**config.mk**
```make
export PLATFORM = sky130hd
export DESIGN_NAME = dcache_top
export DESIGN_NICKNAME = d
export VERILOG_FILES = /design/src/hw/dcache_pkg.sv /design/src/hw/dcache_array.sv /design/src/hw/dcache_bus.sv /design/src/hw/dcache_ctrl.sv /design/src/hw/dcache_top.sv
export VERILOG_INCLUDE_DIRS = /design/src /design/src/hw
export SDC_FILE = /design/constraint.sdc
export NUM_CORES = 1
export LEC_CHECK = 0
export ABC_AREA = 1
export BUFFER_PORTS_ARGS = -buffer_cell sky130_fd_sc_hd__buf_2
export CELL_PAD_IN_SITES_DETAIL_PLACEMENT = 0
export CELL_PAD_IN_SITES_GLOBAL_PLACEMENT = 2
export CORE_MARGIN = 1.5
export CORE_UTILIZATION = 35
export CTS_CLUSTER_DIAMETER = 120
export CTS_CLUSTER_SIZE = 24
export DETAILED_ROUTE_END_ITERATION = 16
export PLACE_DENSITY = 0.71
export SKIP_CTS_REPAIR_TIMING = 1
export SYNTH_ARGS = -nofsm -noshare
export SYNTH_HDL_FRONTEND = slang
export SYNTH_SLANG_ARGS = --single-unit
export TNS_END_PERCENT = 5
```
**constraint.sdc**
```tcl
create_clock -name clk -period 5.6 [get_ports clk]
set_clock_uncertainty 0.2 [all_clocks]
set_input_delay 0 -clock clk [delete_from_list [all_inputs] [get_ports clk]]
set_output_delay 0 -clock clk [all_outputs]
set_load 0.02 [all_outputs]
```
**src/hw/dcache_params.svh**
```systemverilog
// Geometry fixed at 2 ways, 8 sets and 64-bit lines; the RTL is not checked for other values
`ifndef DCACHE_PARAMS_SVH
`define DCACHE_PARAMS_SVH

// ---------------------------------------------------------------------------
// Address and data widths
// ---------------------------------------------------------------------------
`define DC_ADDR_W    32              // Byte address
`define DC_WORD_W    32              // CPU and AXI data bus
`define DC_STRB_W    4               // One strobe per byte of a word

// ---------------------------------------------------------------------------
// Cache geometry
// ---------------------------------------------------------------------------
`define DC_INDEX_W   3               // 8 sets
`define DC_OFFSET_W  3               // 8 bytes per line

// Whatever is left of the address above index and offset
`define DC_TAG_W     26

`define DC_LINE_W    64              // Two words per line

// Refill and write-back bursts move a whole line
`define DC_BEATS     2

`endif

```
**src/hw/dcache_pkg.sv**
```systemverilog
// Types shared by the cache RTL and its testbench; widths come from the params header
`include "dcache_params.svh"

package dcache_pkg;

    // -----------------------------------------------------------------------
    // Plain vectors
    // -----------------------------------------------------------------------
    typedef logic [`DC_ADDR_W-1:0]  addr_t;
    typedef logic [`DC_WORD_W-1:0]  word_t;
    typedef logic [`DC_STRB_W-1:0]  strb_t;
    typedef logic [`DC_TAG_W-1:0]   tag_t;
    typedef logic [`DC_INDEX_W-1:0] index_t;
    typedef logic [`DC_LINE_W-1:0]  line_t;

    // -----------------------------------------------------------------------
    // CPU side and controller
    // -----------------------------------------------------------------------
    typedef enum logic [1:0] {OP_NONE, OP_READ, OP_WRITE} cpu_op_e;

    typedef struct packed {
        cpu_op_e op;
        addr_t   addr;
        word_t   wdata;
        strb_t   wstrb;     // Ignored for reads
    } cpu_req_t;

    typedef enum logic [1:0] {ST_IDLE, ST_LOOKUP, ST_WRITEBACK, ST_REFILL} ctrl_state_e;

    // Array answer for the latched request
    typedef struct packed {
        logic  hit;
        logic  victim_dirty;
        tag_t  victim_tag;
        word_t rdata;       // Addressed word of the hit way
    } lookup_t;

    // -----------------------------------------------------------------------
    // AXI4 channel payloads
    // -----------------------------------------------------------------------
    typedef struct packed {
        addr_t       addr;
        logic [7:0]  len;
        logic [2:0]  size;
        logic [1:0]  burst;
    } axi_addr_t;

    typedef struct packed {
        word_t data;
        strb_t strb;
        logic  last;
    } axi_w_t;

    typedef struct packed {
        word_t      data;
        logic [1:0] resp;
        logic       last;
    } axi_r_t;

endpackage

```
**src/hw/dcache_array.sv**
```systemverilog
// Tag, state and data storage for 2 ways x 8 sets; answers only for the latched request
`timescale 1ns/1ps
`include "dcache_params.svh"

module dcache_array import dcache_pkg::*; (
    input  logic        clk,
    input  logic        rst,
    input  ctrl_state_e state,
    input  cpu_req_t    req_q,
    output lookup_t     look,
    output line_t       wb_line,
    input  logic        r_beat_valid,
    input  word_t       r_beat,
    input  logic        r_beat_idx
);

    // -----------------------------------------------------------------------
    // Storage
    // -----------------------------------------------------------------------
    line_t data_q  [2**`DC_INDEX_W][2];
    tag_t  tag_q   [2**`DC_INDEX_W][2];
    logic  valid_q [2**`DC_INDEX_W][2];
    logic  dirty_q [2**`DC_INDEX_W][2];
    logic  lru_q   [2**`DC_INDEX_W];       // Way to evict next

    index_t idx;
    tag_t   tag;
    logic   word_sel;                      // Low or high word of the line
    logic   hit0;
    logic   hit1;
    logic   hit;
    logic   hit_way;
    logic   victim_way;
    logic   sel_way;
    word_t  old_word;
    word_t  merged_word;
    logic   do_hit;
    logic   do_refill;

    // Address split
    assign idx      = req_q.addr[`DC_OFFSET_W +: `DC_INDEX_W];
    assign tag      = req_q.addr[`DC_ADDR_W-1 -: `DC_TAG_W];
    assign word_sel = req_q.addr[`DC_OFFSET_W-1];

    // -----------------------------------------------------------------------
    // Hit detection and way choice
    // -----------------------------------------------------------------------
    assign hit0 = valid_q[idx][0] && (tag_q[idx][0] == tag);
    assign hit1 = valid_q[idx][1] && (tag_q[idx][1] == tag);
    assign hit  = hit0 || hit1;

    assign hit_way    = hit1;
    assign victim_way = lru_q[idx];
    assign sel_way    = hit ? hit_way : victim_way;

    assign old_word = data_q[idx][sel_way][{word_sel, 5'd0} +: `DC_WORD_W];

    // Strobed bytes from the CPU, the rest kept from the line
    always_comb begin
        for (int b = 0; b < `DC_STRB_W; b++) begin
            merged_word[b*8 +: 8] = req_q.wstrb[b] ? req_q.wdata[b*8 +: 8]
                                                   : old_word[b*8 +: 8];
        end
    end

    always_comb begin
        look.hit          = hit;
        look.victim_dirty = valid_q[idx][victim_way] && dirty_q[idx][victim_way];
        look.victim_tag   = tag_q[idx][victim_way];
        look.rdata        = old_word;
    end

    assign wb_line = data_q[idx][victim_way];   // Held steady through write-back

    assign do_hit    = (state == ST_LOOKUP) && hit;
    assign do_refill = (state == ST_REFILL) && r_beat_valid;

    // -----------------------------------------------------------------------
    // Line state and LRU
    // -----------------------------------------------------------------------
    always_ff @(posedge clk) begin
        if (rst) begin
            for (int s = 0; s < 2**`DC_INDEX_W; s++) begin
                lru_q[s]      <= 1'b0;
                valid_q[s][0] <= 1'b0;
                valid_q[s][1] <= 1'b0;
                dirty_q[s][0] <= 1'b0;
                dirty_q[s][1] <= 1'b0;
            end
        end else if (do_hit) begin
            lru_q[idx] <= ~hit_way;            // Other way becomes victim
            if (req_q.op == OP_WRITE) begin
                dirty_q[idx][hit_way] <= 1'b1;
            end
        end else if (do_refill && r_beat_idx) begin
            // Last beat in, line now clean and usable
            valid_q[idx][victim_way] <= 1'b1;
            dirty_q[idx][victim_way] <= 1'b0;
        end
    end

    // -----------------------------------------------------------------------
    // Data and tag writes
    // -----------------------------------------------------------------------
    always_ff @(posedge clk) begin
        if (do_hit && (req_q.op == OP_WRITE)) begin
            data_q[idx][hit_way][{word_sel, 5'd0} +: `DC_WORD_W] <= merged_word;
        end
        if (do_refill) begin
            data_q[idx][victim_way][{r_beat_idx, 5'd0} +: `DC_WORD_W] <= r_beat;
            if (r_beat_idx) begin
                tag_q[idx][victim_way] <= tag;
            end
        end
    end

endmodule

```
**src/hw/dcache_bus.sv**
```systemverilog
// AXI4 master for 2-beat INCR line bursts only; W may be offered before AW is accepted
`timescale 1ns/1ps
`include "dcache_params.svh"

module dcache_bus import dcache_pkg::*; (
    input  logic      clk,
    input  logic      rst,
    input  cpu_req_t  req_q,
    input  lookup_t   look,
    input  line_t     wb_line,
    input  logic      start_read,
    input  logic      start_write,
    // AXI4 master
    output axi_addr_t ar,
    output logic      arvalid,
    input  logic      arready,
    output axi_addr_t aw,
    output logic      awvalid,
    input  logic      awready,
    output axi_w_t    w,
    output logic      wvalid,
    input  logic      wready,
    input  axi_r_t    r,
    input  logic      rvalid,
    output logic      rready,
    input  logic      bvalid,
    output logic      bready,
    // Refill beats and completion
    output logic      r_beat_valid,
    output word_t     r_beat,
    output logic      r_beat_idx,
    output logic      line_done,
    output logic      wb_done
);

    index_t     idx;
    logic       rd_open_q;             // Read burst in progress
    logic       wr_open_q;             // Write burst in progress
    logic [1:0] w_cnt_q;               // W beats already sent
    logic       r_cnt_q;               // Index of the next R beat

    assign idx = req_q.addr[`DC_OFFSET_W +: `DC_INDEX_W];

    // -----------------------------------------------------------------------
    // Address channels
    // -----------------------------------------------------------------------
    always_comb begin
        ar.addr  = {req_q.addr[`DC_ADDR_W-1 -: `DC_TAG_W], idx, {`DC_OFFSET_W{1'b0}}};
        ar.len   = 8'(`DC_BEATS - 1);
        ar.size  = 3'b010;                     // 4 bytes per beat
        ar.burst = 2'b01;                      // INCR
        aw.addr  = {look.victim_tag, idx, {`DC_OFFSET_W{1'b0}}};
        aw.len   = 8'(`DC_BEATS - 1);
        aw.size  = 3'b010;
        aw.burst = 2'b01;
    end

    always_ff @(posedge clk) begin
        if (rst) begin
            arvalid <= 1'b0;
            awvalid <= 1'b0;
        end else begin
            if (start_read) arvalid <= 1'b1;
            else if (arready) arvalid <= 1'b0;
            if (start_write) awvalid <= 1'b1;
            else if (awready) awvalid <= 1'b0;
        end
    end

    // -----------------------------------------------------------------------
    // Write data and response
    // -----------------------------------------------------------------------
    assign wvalid = wr_open_q && (w_cnt_q != 2'(`DC_BEATS));
    assign w.data = w_cnt_q[0] ? wb_line[`DC_LINE_W-1 -: `DC_WORD_W]
                               : wb_line[`DC_WORD_W-1:0];
    assign w.strb = '1;                        // Whole line always written
    assign w.last = (w_cnt_q == 2'(`DC_BEATS - 1));

    assign bready  = wr_open_q;
    assign wb_done = bvalid && bready;

    // -----------------------------------------------------------------------
    // Read data
    // -----------------------------------------------------------------------
    assign rready       = rd_open_q;
    assign r_beat_valid = rvalid && rready;
    assign r_beat       = r.data;
    assign r_beat_idx   = r_cnt_q;
    assign line_done    = r_beat_valid && r_cnt_q;

    always_ff @(posedge clk) begin
        if (rst) begin
            rd_open_q <= 1'b0;
            wr_open_q <= 1'b0;
            w_cnt_q   <= 2'd0;
            r_cnt_q   <= 1'b0;
        end else begin
            if (start_write) begin
                wr_open_q <= 1'b1;
                w_cnt_q   <= 2'd0;
            end else if (wb_done) begin
                wr_open_q <= 1'b0;
            end else if (wvalid && wready) begin
                w_cnt_q <= w_cnt_q + 2'd1;
            end
            if (start_read) begin
                rd_open_q <= 1'b1;
                r_cnt_q   <= 1'b0;
            end else if (line_done) begin
                rd_open_q <= 1'b0;
                r_cnt_q   <= 1'b0;
            end else if (r_beat_valid) begin
                r_cnt_q <= 1'b1;
            end
        end
    end

endmodule

```
**src/hw/dcache_ctrl.sv**
```systemverilog
// One CPU request in flight; the CPU must hold cpu_req stable until req_ready is seen
`timescale 1ns/1ps

module dcache_ctrl import dcache_pkg::*; (
    input  logic        clk,
    input  logic        rst,
    // CPU side
    input  cpu_req_t    cpu_req,
    output logic        req_ready,
    output logic        rsp_valid,
    // To array and bus master
    output cpu_req_t    req_q,
    output ctrl_state_e state,
    input  lookup_t     look,
    output logic        start_read,
    output logic        start_write,
    input  logic        line_done,
    input  logic        wb_done
);

    ctrl_state_e state_d;
    logic        take;

    // Request accepted on this edge
    assign take = (state == ST_IDLE) && (cpu_req.op != OP_NONE);

    assign req_ready = (state == ST_IDLE);
    assign rsp_valid = (state == ST_LOOKUP) && look.hit;

    // -----------------------------------------------------------------------
    // Request latch
    // -----------------------------------------------------------------------
    always_ff @(posedge clk) begin
        if (take) begin
            req_q <= cpu_req;
        end
    end

    // -----------------------------------------------------------------------
    // Miss handling FSM
    // -----------------------------------------------------------------------
    always_comb begin
        state_d     = state;
        start_read  = 1'b0;
        start_write = 1'b0;
        case (state)
            ST_IDLE: begin
                if (take) begin
                    state_d = ST_LOOKUP;
                end
            end
            ST_LOOKUP: begin
                if (look.hit) begin
                    state_d = ST_IDLE;         // Array updated on this edge
                end else if (look.victim_dirty) begin
                    state_d     = ST_WRITEBACK;
                    start_write = 1'b1;
                end else begin
                    state_d    = ST_REFILL;
                    start_read = 1'b1;
                end
            end
            ST_WRITEBACK: begin
                // Refill follows the B response
                if (wb_done) begin
                    state_d    = ST_REFILL;
                    start_read = 1'b1;
                end
            end
            ST_REFILL: begin
                if (line_done) begin
                    state_d = ST_LOOKUP;       // Retry now hits
                end
            end
            default: begin
                state_d = ST_IDLE;
            end
        endcase
    end

    always_ff @(posedge clk) begin
        if (rst) begin
            state <= ST_IDLE;
        end else begin
            state <= state_d;
        end
    end

endmodule

```
**src/hw/dcache_top.sv**
```systemverilog
// Write-back data cache top; AXI IDs are not provided and the slave must use ID 0
`timescale 1ns/1ps

module dcache_top import dcache_pkg::*; (
    input  logic      clk,
    input  logic      rst,
    // CPU port
    input  cpu_req_t  cpu_req,
    output logic      req_ready,
    output logic      rsp_valid,
    output word_t     rsp_rdata,
    // AXI4 master
    output axi_addr_t ar,
    output logic      arvalid,
    input  logic      arready,
    output axi_addr_t aw,
    output logic      awvalid,
    input  logic      awready,
    output axi_w_t    w,
    output logic      wvalid,
    input  logic      wready,
    input  axi_r_t    r,
    input  logic      rvalid,
    output logic      rready,
    input  logic      bvalid,
    output logic      bready
);

    cpu_req_t    req_q;
    ctrl_state_e state;
    lookup_t     look;
    line_t       wb_line;
    logic        start_read;
    logic        start_write;
    logic        line_done;
    logic        wb_done;
    logic        r_beat_valid;
    word_t       r_beat;
    logic        r_beat_idx;

    assign rsp_rdata = look.rdata;     // Only sampled with rsp_valid

    dcache_ctrl u_ctrl (
        .clk, .rst, .cpu_req, .req_ready, .rsp_valid, .req_q, .state, .look,
        .start_read, .start_write, .line_done, .wb_done
    );

    dcache_array u_array (
        .clk, .rst, .state, .req_q, .look, .wb_line,
        .r_beat_valid, .r_beat, .r_beat_idx
    );

    dcache_bus u_bus (
        .clk, .rst, .req_q, .look, .wb_line, .start_read, .start_write,
        .ar, .arvalid, .arready, .aw, .awvalid, .awready,
        .w, .wvalid, .wready, .r, .rvalid, .rready, .bvalid, .bready,
        .r_beat_valid, .r_beat, .r_beat_idx, .line_done, .wb_done
    );

endmodule
```
==> impl_results.md, run 1 <==
- Run status: complete, no violations
- Crit path required time: 5.40 ns
- DP HPWL: 136,000 um
- Period utilization: 92.9%
- Latest clock arrival within the worst-skew pair: 0.76 ns
- Global route overflow: 0
- Share of cells above drive strength 1: 8.83%
- Clock sinks: 1,560
- Initial antenna violation count: 4
- RSZ-0062 raised after global routing: no
- Post-synth top flop: edfxtp_1
- Row count: 161
- Slowest CP cell: buf_4
- Layout Nets: 6,765
- Vias in the first global route: 43,500
- Setup TNS: 0 ns
- Cell Chain, Critical Path: buf_4 -> buf_4 -> o21ai_0 -> o221ai_1 -> nand2_4 -> inv_2 -> buf_4 -> a21oi_1 -> a21oi_1 -> buf_2
- CTS tree: yes
- FF+latch count, synth: 1,560
- Largest net degree at the start of global routing: 169
- Max Cap Viol: 0
- WHS: 0.0542 ns
- DRC: 0
- Top cells by count, synth: 1,532 x edfxtp_1, 1,420 x nand2_1, 824 x nor2_1
- Post-synthesis sequential area ratio: 68.5%
- Worst min path class: input pin to register
- Yosys top cell area share: 67.7%
- Die height: 444 um
- EDFF count, synth: 1,532
- ANT nets after route: 0
- DR WL/cell: 24.6 um
- Slowest Stage Delay on Critical Path: 0.67 ns
- TritonCTS buffer count: 76
- Largest cells by area after synthesis: edfxtp_1 68%, nand2_1 7.8%, o21ai_0 4.9%, nor2_1 4.5%, nand3_1 3.2%
- First-pass GRT wire length: 319,000 um
- Ys async rst share: 0%
- Pwr Total: 41.0 mW
- Core area: 193,000 um2
- Worst Max-Slew Pin Slew: 1.22 ns
- H-tree lvl count: 3
- Yosys top cell by area: edfxtp_1
- CP max FO: 59
- Multi-input gate area: 18,200 um2
- Chip width: 444 um
- Rel. slew slack: 18.5%
- Final core utilization: 39.8%
- Data arrival, critical path: 5.00 ns
- Placed insts: 8,914
- Tmin final: 5.20 ns
- Post-synthesis cell area: 68,000 um2
- Vias: 48,200
- Buf+Inv Stages, Crit Path: 5
- Startpoint class of the critical path: register
- Max VDD drop: 0.436 mV
- I/O Pins: 278
- GRT Total Usage: 22.3%
- Max-slew violation count: 0
- RD Place Congestion: 0.866
- Family with the most delay on the worst path: buffers and inverters
- Number of vias per cell: 5.23
- Final std cells w/o fill: 9,211
- Setup-failing EPs final: 0
- Clock root buffer: clkbuf_16
- TritonRoute pass-1 iters: 5
- Layout area overhead: 12.8%
- FF+latch area: 46,600 um2
- Syn avg cell area: 10.6 um2
- Maximum clock rate: 192 MHz
- Max clock buf depth: 3
- Register clock-pin slew on the reported worst setup and hold paths: 0.10 ns
- Fillers: 18,500
- Netlist cell types: 31
- CP dominant cell by count: buf_4
- Crit end category: output pin
- Post-DP Area: 72,700 um2
- Post-route setup slack: 0.397 ns
- Static leakage: 28.6 nW
- Port bufs: 236
- DR iter-0 viols: 4,939
- Initial Util: 35.3%
- Count leader, synth: edfxtp_1
- Crit path kind: register to output pin
- Final Instance Area: 76,700 um2
- Power Density: 534 nW/um2
- Synth warnings: 0
- Die area: 197,000 um2
- Place WS: 0.841 ns
- Total wire length: 227,000 um
- Final hold vios: 0
- Post-Syn Instances: 6,431
## power breakdown
part           switching (mW)  internal (mW)  total [mW]
combinational            14.9           4.88        19.8
sequential              0.426           14.5        14.9
clock                    3.75           2.59        6.34
## flip-flops by register name, indices dropped and copies added (netlist names), 2 cells and up, named ones only
register         flops
u_array.lru_q        8
u_array.dirty_q     16
u_bus.w_cnt_q        2
u_array.valid_q     16
u_ctrl.req_q        68
u_array.data_q    1024
u_array.tag_q      416
u_ctrl.state         2
## per-layer routing
layer	part of all wire, %	global-route usage [%]	vias to the layer above
met2	46	34.6	1462
li1	-	-	22500
met4	2.8	6.45	0
met3	5.6	2.18	209
met1	46	33.1	24000
met5	0	0	-
## layout by cell type (no fill, tap or decap), drive strengths merged, types with 6 or more instances in the layout
cell and n:
a21oi 127, buf 393, clkbuf 90, clkinv 8, conb 36, dfxtp 28
diode 16, dlygate4sd3 181, edfxtp 1532, ha 6, inv 459, nand2 1423
nand3 433, nand4 129, nor2 824, nor3 12, o21ai 672, o22ai 266
or2 33
## cell families (layout without fill, tap and decap cells)
group	Yosys count	in the layout	synth area share (%)
AO/OA/AOI/OAI	1081	1081	8.53
buffers and inverters	927	1131	5.66
AND/OR/NAND/NOR	2854	2854	17.2
flip-flops	1560	1560	68.5
adder cells (fa/ha/maj)	6	6	0.110
XOR/XNOR	1	1	0.0129
other	2	52	0.0110
## area by class of cell
type	count	area share, %
diodes	16	0.0522
clock buffers	90	2.60
clock inverters	10	0.209
inverters	457	2.27
multi-input cells	3978	23.7
flip-flops and latches	1560	60.7
well taps	2526	4.12
repair buffers	574	6.33
## path summary, 6_finish.rpt
| kind | from | to | slack, ns | cells after the start |
|---|---|---|---|---|
| max | register | w[12] | 0.40 | 10 |
| min | wready | u_bus.w_cnt_q[0]$_SDFFE_PP0P_ | 0.05 | 5 |
| max reg2reg | register | u_array.data_q[2][21]$_DFFE_PP_ | 0.78 | 19 |
| min reg2reg | u_array.valid_q[4][0]$_DFF_P_ | u_array.valid_q[4][0]$_DFF_P_ | 0.27 | 2 |
## worst register-to-register path, cell delays in order (launching register included)
cell and delay, ns:
dfxtp_4 0.47, buf_12 0.45, nor2_1 0.40, nor2_1 0.12, o21ai_0 0.14, nand3_1 0.18
nand2_1 0.09, nand2_1 0.06, nand2_1 0.10, nor2_1 0.11, nand2_1 0.09, nor3_1 0.30
nand2_4 0.21, nand2_1 0.18, nand2_2 0.11, nor3_4 0.33, nand3_1 0.22, buf_4 0.28
a21oi_4 0.19, buf_12 0.24
Note: power is estimated with default switching activity, not from simulation.
==> run 2: changes to the inputs <==
--- a/config.mk
+++ b/config.mk
@@ -15,9 +15,10 @@
 export CTS_CLUSTER_DIAMETER = 120
 export CTS_CLUSTER_SIZE = 24
 export DETAILED_ROUTE_END_ITERATION = 16
-export PLACE_DENSITY = 0.71
+export PLACE_DENSITY = 0.69
 export SKIP_CTS_REPAIR_TIMING = 1
 export SYNTH_ARGS = -nofsm -noshare
 export SYNTH_HDL_FRONTEND = slang
+export SYNTH_HIERARCHICAL = 1
 export SYNTH_SLANG_ARGS = --single-unit
 export TNS_END_PERCENT = 5
==> impl_results.md, run 2 <==
- Run status: complete, no violations
- FF-to-FF setup slack: 0.45 ns (-0.33 ns)
- Max-slew violation count: 0 (unchanged)
- Startpoint class of the critical path: register
- Total wire length: 215,000 um (-5.0%)
- Reg-to-Reg End: u_array/data_q[4][77]$_DFFE_PP_
- Data arrival, critical path: 5.07 ns (+0.07 ns)
- CP max FO: 109 (+85%)
- I/O Pins: 278 (unchanged)
- Max VDD drop: 0.242 mV (-45%)
- Row count: 159 (-1.2%)
- Buf+Inv Stages, Crit Path: 5 (unchanged)
- Die area: 193,000 um2 (-2.2%)
- Fillers: 18,100 (-2.1%)
- Met2 Wirelength: 103,000 um (-0.27%)
- Post-Syn Instances: 5,615 (-13%)
- Synth warnings: 6 (+6)
- Logic pwr share: 32.7% (-16 points)
- Most common cell after layout, fill and taps aside: nand2_1
- Static leakage: 27.7 nW (-3.2%)
- Max Cap Viol: 0 (unchanged)
- Layout Nets: 5,983 (-12%)
- P_int: 19.1 mW (-13%)
- Setup TNS: 0 ns (unchanged)
- Largest Register: u_array/data_q
- Core area: 188,000 um2 (-2.4%)
- Share of cells above drive strength 1: 11.4% (+2.6 points)
- Die height: 439 um (-1.1%)
- Vias in the first global route: 40,400 (-7.2%)
- Metal-1 WL: 96,800 um (-7.0%)
- Number of vias per cell: 5.23 (about the same)
- Cell Chain, Critical Path: inv_2 -> nand2_1 -> buf_4 -> nor2_4 -> buf_12 -> a221oi_2 -> nand2_8 -> buf_4 -> nand2_1 -> o21ai_0 -> nand2_1 -> nand2_1 -> buf_2
- Sequential power share: 46.7% (+10 points)
- Biggest regs: u_array/data_q x1024, u_array/tag_q x416, u_ctrl/req_q x68
- Largest net degree at the start of global routing: 120 (-29%)
- Post-synthesis cell area: 66,500 um2 (-2.2%)
- Vias: 44,000 (-8.7%)
- Initial Util: 35.3% (+0.072 points)
- Max FFs per register: 1,024 (unchanged)
- Switching Share: 37.7% (-8.8 points)
- RSZ-0062 raised after global routing: no
- Latest clock arrival within the worst-skew pair: 0.75 ns (about the same)
- Maximum clock rate: 190 MHz (-1.2%)
- Critical Path End: w[31]
- Final hold vios: 0 (unchanged)
- Crit path kind: register to output pin
- Worst Setup SP: u_ctrl/req_q[41]$_DFFE_PP_
- DR WL/cell: 25.6 um (+4.2%)
- Rel. slew slack: 29.5% (+11 points)
- WP depth: 13 (+3)
- Crit end category: output pin
- Initial antenna violation count: 8 (+4)
- TritonCTS buffer count: 76 (unchanged)
- CP dominant cell by count: nand2_1
- First-pass GRT wire length: 302,000 um (-5.4%)
- Final core utilization: 39.6% (-0.18 points)
- Setup-failing EPs final: 0 (unchanged)
- Slowest Stage Delay on Critical Path: 0.71 ns (+0.04 ns)
- Port bufs: 236 (unchanged)
- GRT Total Usage: 21.8% (-0.55 points)
- Post-route setup slack: 0.332 ns (-0.0653 ns)
- DRC: 0 (unchanged)
- Pwr Total: 30.7 mW (-25%)
- Max clock buf depth: 3 (unchanged)
- Chip width: 439 um (-1.1%)
- CTS tree: yes
- Register clock-pin slew on the reported worst setup and hold paths: 0.10 ns (about the same)
- Period utilization: 94.1% (+1.2 points)
- DP HPWL: 135,000 um (-1.2%)
- H-tree lvl count: 3 (unchanged)
- Power Density: 412 nW/um2 (-23%)
- Place WS: 0.417 ns (-0.424 ns)
- Crit path required time: 5.40 ns (about the same)
- Reg2reg start: u_ctrl/req_q[41]$_DFFE_PP_
- Tmin final: 5.27 ns (+0.0653 ns)
- Leading cell types in the layout, fill and taps excluded: 1,606 x nand2_1, 1,532 x edfxtp_1, 428 x inv_1, 395 x nand3_1, 236 x buf_2
- Layout area overhead: 12.1%
- Family with the most delay on the worst path: buffers and inverters
- Syn avg cell area: 11.8 um2 (+12%)
- Sw power: 11.6 mW (-39%)
- TritonRoute pass-1 iters: 5 (unchanged)
- Clock sinks: 1,557 (-0.19%)
- Slowest CP cell: buf_4
- Clock root buffer: clkbuf_16
- Worst Max-Slew Pin Slew: 1.06 ns (-0.166 ns)
- Max layer used: met4
- Reg2Reg Depth: 14 (-5)
- Clock network fraction of total power: 20.6% (+5.1 points)
- RD Place Congestion: 0.849 (-2.0%)
- Global route overflow: 0 (unchanged)
- DR iter-0 viols: 4,161 (-16%)
- Worst min path class: input pin to register
- ANT nets after route: 0 (unchanged)
- Routed wire length on met3: 11,700 um (-7.9%)
- WHS: 0.0530 ns (-0.00123 ns)
[run 2: layout make-up]
| class | count | area [um2] | area share, % |
|---|---|---|---|
| Clock buffer | 95 | 2000 | 2.69 |
| Antenna cell | 9 | 22.5 | 0.0302 |
| Multi-Input combinational cell | 3207 | 16400 | 21.9 |
| Timing Repair Buffer | 576 | 4650 | 6.23 |
| Clock inverter | 15 | 198 | 0.265 |
| Sequential cell | 1557 | 46500 | 62.4 |
| Tap cell | 2495 | 3120 | 4.19 |
| Inverter | 446 | 1700 | 2.28 |
[run 2: metal layers]
metal,GRT usage (%),up-vias
met5,0,-
met4,4.02,0
met3,2.92,153
met2,36.0,1299
met1,30.7,22300
li1,-,20200
[run 2: power by group through the flow]
stage          registers [mW]  clock network, mW  logic [mW]
2_1_floorplan            14.5                  0        5.95
3_3_place_gp             14.6                  0        9.87
3_5_place_dp             14.6                  0        9.95
4_1_cts                  14.4               6.55        9.97
5_1_grt                  14.4               6.87        10.9
6_report                 14.4               6.35        10.0
[run 2: metrics by stage]
| step | cells | instance area [um2] |
|---|---|---|
| 3_3_place_gp | 8097 | 70500 |
| 5_1_grt | 8393 | 74500 |
| 4_1_cts | 8207 | 72700 |
| 3_5_place_dp | 8097 | 70500 |
| 6_report | 8400 | 74600 |
| 2_1_floorplan | 5649 | 66600 |
[run 2: worst reg2reg max path, stage by stage (launching register included)]
cell and delay (ns):
edfxtp_1 0.62, inv_2 0.44, nand2_1 0.15, buf_4 0.24, nor2_4 0.15, buf_12 0.54
a221oi_2 0.28, nand2_8 0.22, inv_2 0.16, nand2_1 0.09, buf_4 0.41, inv_1 0.26
nor2_2 0.77, nor2_4 0.15, buf_12 0.22
[run 2: how the worst min path moves through the flow]
| stage | from | to | slack, ns | cells past startpoint |
|---|---|---|---|---|
| after detailed placement | cpu_req[63] | u_ctrl/req_q[63]$_DFFE_PP_ | -0.02 | 1 |
| after global placement | cpu_req[2] | u_ctrl/req_q[2]$_DFFE_PP_ | -0.02 | 1 |
| after global routing | wready | u_bus/w_cnt_q[0]$_SDFFE_PP0P_ | 0.05 | 7 |
| after CTS | cpu_req[39] | u_ctrl/req_q[39]$_DFFE_PP_ | -0.86 | 1 |
| final | wready | u_bus/w_cnt_q[0]$_SDFFE_PP0P_ | 0.05 | 7 |
| after floorplan | rst | u_bus/arvalid$_SDFFE_PP0P_ | -0.13 | 1 |
